## src/source/key_ex_cfg.svh

```systemverilog
`ifndef KEY_EX_CFG_SVH
`define KEY_EX_CFG_SVH

// container widths in bits
`define KE_C6_W        48
`define KE_C4_W        32
`define KE_C2_W        16
`define KE_NCONT       8
`define KE_META_W      256
`define KE_PHV_W       1024

// key is two slots per class plus the predicate bit
`define KE_KEY_W       193
`define KE_OFF_W       38
`define KE_CIDX_W      3
`define KE_CMP_W       20

// table depth and index
`define KE_IDX_W       5
`define KE_NENTRY      32

// wishbone
`define KE_WB_AW       11
`define KE_WB_DW       32
`define KE_OFF_WORDS   2
`define KE_MASK_WORDS  7

// address fields: table select, entry, word within entry
`define KE_WB_SEL_BIT  10
`define KE_WB_ENT_HI   9
`define KE_WB_ENT_LO   5
`define KE_WB_WORD_HI  2
`define KE_WB_WORD_LO  0

`endif

```

## src/source/key_ex_pkg.sv

```systemverilog
`include "key_ex_cfg.svh"

package key_ex_pkg;

    // container 7 of each class sits highest, metadata at the bottom
    typedef struct packed {
        logic [`KE_NCONT-1:0][`KE_C6_W-1:0] c6;
        logic [`KE_NCONT-1:0][`KE_C4_W-1:0] c4;
        logic [`KE_NCONT-1:0][`KE_C2_W-1:0] c2;
        logic [`KE_META_W-1:0]              meta;
    } phv_t;

    // same layout for key and mask
    typedef struct packed {
        logic [`KE_C6_W-1:0] s6_0;
        logic [`KE_C6_W-1:0] s6_1;
        logic [`KE_C4_W-1:0] s4_0;
        logic [`KE_C4_W-1:0] s4_1;
        logic [`KE_C2_W-1:0] s2_0;
        logic [`KE_C2_W-1:0] s2_1;
        logic                pred;
    } key_t;

    // one container index per key slot, then the compare field
    typedef struct packed {
        logic [`KE_CIDX_W-1:0] idx6_0;
        logic [`KE_CIDX_W-1:0] idx6_1;
        logic [`KE_CIDX_W-1:0] idx4_0;
        logic [`KE_CIDX_W-1:0] idx4_1;
        logic [`KE_CIDX_W-1:0] idx2_0;
        logic [`KE_CIDX_W-1:0] idx2_1;
        logic [`KE_CMP_W-1:0]  cmp;
    } off_entry_t;

    typedef enum logic [1:0] {
        CMP_GT     = 2'd0,
        CMP_GE     = 2'd1,
        CMP_EQ     = 2'd2,
        CMP_ALWAYS = 2'd3
    } cmp_op_e;

    typedef enum logic [1:0] {
        CLS_2B   = 2'd0,
        CLS_4B   = 2'd1,
        CLS_6B   = 2'd2,
        CLS_NONE = 2'd3
    } cont_class_e;

    typedef enum logic [2:0] {
        ST_IDLE,
        ST_LOOKUP,
        ST_OPERAND,
        ST_ASSEMBLE,
        ST_HOLD
    } ctrl_state_e;

endpackage

```

## src/source/predicate_unit.sv

```systemverilog
`timescale 1ns/10ps
`include "key_ex_cfg.svh"

module predicate_unit
    import key_ex_pkg::*;
(
    input  logic                          clk,
    input  logic                          rst_n,
    input  logic                          load,
    input  logic [`KE_CMP_W-1:0]          cmp_field,
    input  logic [`KE_NCONT*`KE_C6_W-1:0] cont_6b,
    input  logic [`KE_NCONT*`KE_C4_W-1:0] cont_4b,
    input  logic [`KE_NCONT*`KE_C2_W-1:0] cont_2b,
    output logic                          pred
);

    cmp_op_e    op_q;
    logic [7:0] opa_q;
    logic [7:0] opb_q;
    logic [7:0] opa_sel;
    logic [7:0] opb_sel;

    // immediate, or low byte of the indexed container
    function automatic logic [7:0] pick_operand(
        input logic                  is_imm,
        input logic [7:0]            imm,
        input logic [1:0]            cls,
        input logic [`KE_CIDX_W-1:0] idx
    );
        logic [7:0] val;
        if (is_imm) begin
            val = imm;
        end else begin
            case (cont_class_e'(cls))
                CLS_6B:  val = cont_6b[idx*`KE_C6_W +: 8];
                CLS_4B:  val = cont_4b[idx*`KE_C4_W +: 8];
                CLS_2B:  val = cont_2b[idx*`KE_C2_W +: 8];
                default: val = 8'd0;
            endcase
        end
        return val;
    endfunction

    // A immediate overlaps its class and index bits
    always_comb begin
        opa_sel = pick_operand(cmp_field[17], cmp_field[16:9],
                               cmp_field[13:12], cmp_field[11:9]);
        opb_sel = pick_operand(cmp_field[8], cmp_field[7:0],
                               cmp_field[4:3], cmp_field[2:0]);
    end

    always_ff @(posedge clk or negedge rst_n) begin
        if (!rst_n) begin
            op_q  <= CMP_ALWAYS;
            opa_q <= 8'd0;
            opb_q <= 8'd0;
        end else if (load) begin
            op_q  <= cmp_op_e'(cmp_field[19:18]);
            opa_q <= opa_sel;
            opb_q <= opb_sel;
        end
    end

    always_comb begin
        case (op_q)
            CMP_GT:  pred = opa_q > opb_q;
            CMP_GE:  pred = opa_q >= opb_q;
            CMP_EQ:  pred = opa_q == opb_q;
            default: pred = 1'b1;
        endcase
    end

endmodule

```

## config.mk

```make
export PLATFORM = sky130hd
export DESIGN_NAME = predicate_unit
export DESIGN_NICKNAME = d
export VERILOG_FILES = /design/src/source/key_ex_pkg.sv /design/src/source/predicate_unit.sv
export VERILOG_INCLUDE_DIRS = /design/src /design/src/source
export SDC_FILE = /design/constraint.sdc
export NUM_CORES = 1
export LEC_CHECK = 0
export ABC_CLOCK_PERIOD_IN_PS = 1810
export CORE_AREA = 5 5 304 306
export CTS_BUF_LIST = sky130_fd_sc_hd__clkbuf_8
export DETAILED_ROUTE_END_ITERATION = 6
export DIE_AREA = 0 0 309 311
export DONT_BUFFER_PORTS = 1
export PLACE_DENSITY = 0.3
export SLEW_MARGIN = 10
export SYNTH_ARGS = -nofsm -noshare
export SYNTH_HDL_FRONTEND = slang
export SYNTH_SLANG_ARGS = --single-unit
```

## constraint.sdc

```tcl
create_clock -name clk -period 1.81 [get_ports clk]
set_input_delay 0.0905 -clock clk [delete_from_list [all_inputs] [get_ports clk]]
set_output_delay 0.0905 -clock clk [all_outputs]
set_load 0.005 [all_outputs]
```

==> impl_metrics.csv <==
group,metric,value,unit
floorplanning,die-width,309,um
worst_setup_path,worst-setup-path-type,"flip-flop to output pin",
placed_design,gp_routability_congestion,0.7573,
global_route,grt_start_max_net_pins,73,
logic_synthesis,synth.ff_latch_count,18,
floorplanning,num_rows,110,
worst_setup_path,critical_path.reg2reg.startpoint,"opa_q[5]",
worst_setup_path,timing.rr.end,"opa_q[5]",
logic_synthesis,netlist.area_leader.share,30.57,%
final_layout,nets,1249,
worst_setup_path,crit_required,1.72,ns
logic_synthesis,synth-async-reset-ratio,100.0,%
logic_synthesis,yosys-top-cells-area,"sky130_fd_sc_hd__mux4_2, sky130_fd_sc_hd__mux2i_1, sky130_fd_sc_hd__dfrtp_1",
final_layout,seq_area,452.9,sq um
min_path,holdCritStartpoint,"cmp_field[3]",
timing,clock-skew-final,0,ns
clock_network,clock_sinks,18,
logic_synthesis,post_synth_most_frequent_cells,"sky130_fd_sc_hd__mux2i_1, sky130_fd_sc_hd__nand2_1, sky130_fd_sc_hd__mux4_2, sky130_fd_sc_hd__a22oi_1, sky130_fd_sc_hd__nand3_1",
global_route,global_route_wire_length_before_repair,44800,um
worst_setup_path,ff2ff_path_depth,3,
timing,min_period_over_period,106.1,%
timing,final.setup.worst_slack,-0.1106,ns
global_route,grt_use_total,7.032,%
timing,grt_setup_unrepaired,"true",
routing,finalWirelength,35480,um
timing,max-slew-margin-rel,27.02,%
final_layout,synthToLayoutAreaGrowth,36.91,%
routing,post_drt_wl_per_cell,21.52,um
routing,vias,4228,
final_layout,multi_input_comb_area,3746,sq um
run,max_cap_violations,0,
logic_synthesis,synthMostInstantiatedCell,"sky130_fd_sc_hd__mux2i_1",
floorplanning,ioPinCount,792,
logic_synthesis,synth_enable_flop_cells,0,
global_route,grt_overflow_total,0,
logic_synthesis,netlist_area,4420,sq um
min_path,hold_path.class,"input pin to flip-flop",
logic_synthesis,netlist-cell-type-count,44,
timing,hold_viol_final,0,
timing,period_minus_slack,1.921,ns
clock_network,cts_max_level,1,
power,max-vdd-ir-drop,248.0,uV
worst_setup_path,worst_ep_arrival_time,1.83,ns
final_layout,drive_gt1_share,23.83,%
logic_synthesis,avgSynthCellArea,9.547,sq um
global_route,grt_antenna_before_repair,23,
global_route,grt_use_met3,5.050,%
logic_synthesis,ys_warnings,0,
status,violations,"negative setup slack",
power,total_power,2.042,mW
global_route,groute.layer.met1.usage,8.947,%
floorplanning,die_area,96100,sq um
timing,fmax,520.7,MHz
floorplanning,floorplan.core_area,89320,sq um
logic_synthesis,most_used_flip_flop_cell_after_synthesis,"sky130_fd_sc_hd__dfrtp_1",
clock_network,clk-insertion-delay-late,0.26,ns
routing,postRouteAntennaNets,0,
timing,final_report_max_slew_violation_count,0,
logic_synthesis,post_synth_inst_count,463,
clock_network,clock_buffer_count_from_cts,3,
logic_synthesis,synth_seq_area_share,10.25,%
clock_network,cts_max_path_buffers,2,
placed_design,portBuffers,0,
global_route,vias_in_the_first_global_route,4399,
clock_network,cts_tree,"done",
timing,finalSetupViolCount,1,
clock_network,cts_root_buffer,"sky130_fd_sc_hd__clkbuf_8",
final_layout,fillers,10412,
placed_design,dpl.hpwl,30630,um
worst_setup_path,path_max_fanout,2,
routing,drc,0,
status,status,"finished, violations left",
worst_setup_path,timing.critical_path.to_type,"output pin",
min_path,worst_hold_path.num_cells,2,
worst_setup_path,critPathLaunchType,"flip-flop",
clock_network,clk_pin_slew,0.09,ns
logic_synthesis,yosysTopAreaCell,"sky130_fd_sc_hd__mux4_2",
floorplanning,start_util,4.949,%
logic_synthesis,synthesized_netlist_net_count,1262,
routing,drt-initial-drc-count,336,
global_route,met2_demand_to_capacity_share_in_global_routing,10.20,%
timing,worst_pin_slew,1.091,ns
final_layout,finalCoreUtilization,6.775,%
worst_setup_path,timing.reg2reg.setup_slack,0.79,ns
floorplanning,die_y,311,um
power,static-leakage-power,1.761,nW
power,total_power_divided_by_cell_area,337.4,nW/um^2
routing,drt-pass1-iter-count,6,
routing,vias_per_cell,2.564,
min_path,worst_hold_path_ep,"opb_q[3]",
global_route,top_usage_layer,"met2",
worst max-delay path by stage:
| stage | startpoint | to | slack, ns | cells past startpoint |
|---|---|---|---|---|
| 2_1_floorplan | opa_q[5] | pred | 0.26 | 5 |
| 6_report | opa_q[3] | pred | -0.11 | 7 |
| 3_5_place_dp | opa_q[5] | pred | -0.05 | 6 |
| 5_1_grt | opa_q[6] | pred | -0.20 | 7 |
| 3_3_place_gp | opa_q[5] | pred | -0.09 | 6 |
| 4_1_cts | opb_q[0] | pred | -0.15 | 7 |
stage by stage:
step                      setup TNS (ns)  area, sq um  hold slack, ns  setup WS (ns)  cells
after global placement          -0.08514         5759         -0.1988       -0.08514   1612
after floorplan                        0         4420         -0.2051         0.2638    463
after CTS                        -0.1485         5979        0.001001        -0.1485   1625
after global routing             -0.1972         5995        0.003490        -0.1972   1626
after detailed placement        -0.04649         5759         -0.1989       -0.04649   1612
final                            -0.1106         6052       0.0002405        -0.1106   1649
critical path, cell delays in order (launching register included):
cell	delay, ns
sky130_fd_sc_hd__dfrtp_1	0.39
sky130_fd_sc_hd__ha_1	0.30
sky130_fd_sc_hd__nand4_1	0.15
sky130_fd_sc_hd__nor2_2	0.18
sky130_fd_sc_hd__nor2_1	0.06
sky130_fd_sc_hd__a22o_1	0.21
sky130_fd_sc_hd__a21oi_2	0.14
sky130_fd_sc_hd__buf_6	0.13
registers in the layout, summed over array words and instances (netlist names):
register  flops
opa_q         8
op_q          2
opb_q         8
what timing repair did:
| item | 4_1_cts | 5_1_grt |
|---|---|---|
| hold endpoints to repair | 23 | 0 |
| pin swaps | 11 | 2 |
| buffers inserted | 3 | 0 |
| setup endpoints to repair | 1 | 1 |
| hold buffers | 6 | 0 |
| resized for setup | 14 | 2 |
area by class of cell:
| type | instances | area share [%] |
|---|---|---|
| clock buffers | 4 | 0.9097 |
| diodes | 24 | 0.9924 |
| inverters | 10 | 0.6202 |
| well taps | 1176 | 24.31 |
| multi-input cells | 389 | 61.90 |
| repair buffers | 28 | 3.783 |
| flip-flops and latches | 18 | 7.484 |
where the power goes:
part           switching, mW  internal, mW
combinational          0.583         0.600
clock                  0.170         0.194
sequential            0.0378         0.457
total                  0.791          1.25
cells by family after synthesis:
logic type                 count (synthesis)  share of synthesized area, %
AOI/OAI and AO/OA                        105                         17.18
adders and majority gates                  8                         2.264
buffers and inverters                     56                         7.076
DFF                                       18                         10.25
muxes                                    133                         47.55
and+or+nand+nor                          143                         15.68
placed cells by master, fill, tap and decap left out, types with 9 or more instances in the layout:
master	instances
sky130_fd_sc_hd__nor2_1	11
sky130_fd_sc_hd__o21a_1	9
sky130_fd_sc_hd__nor2b_1	14
sky130_fd_sc_hd__buf_4	21
sky130_fd_sc_hd__nand4_1	12
sky130_fd_sc_hd__mux2i_1	69
sky130_fd_sc_hd__a22oi_1	31
sky130_fd_sc_hd__o21ai_0	10
sky130_fd_sc_hd__a31oi_1	19
sky130_fd_sc_hd__mux4_2	60
sky130_fd_sc_hd__diode_2	24
sky130_fd_sc_hd__nand2_1	65
sky130_fd_sc_hd__a21oi_1	10
sky130_fd_sc_hd__dfrtp_1	16
sky130_fd_sc_hd__nand3_1	22
per-layer routing:
metal  part of all wire [%]  vias to the layer above
met5                   0.53                        -
met3                     17                       30
met1                     41                     2102
met2                     41                      212
met4                   0.45                       26
li1                       -                     1858
Power figures use the tool's default switching activity.
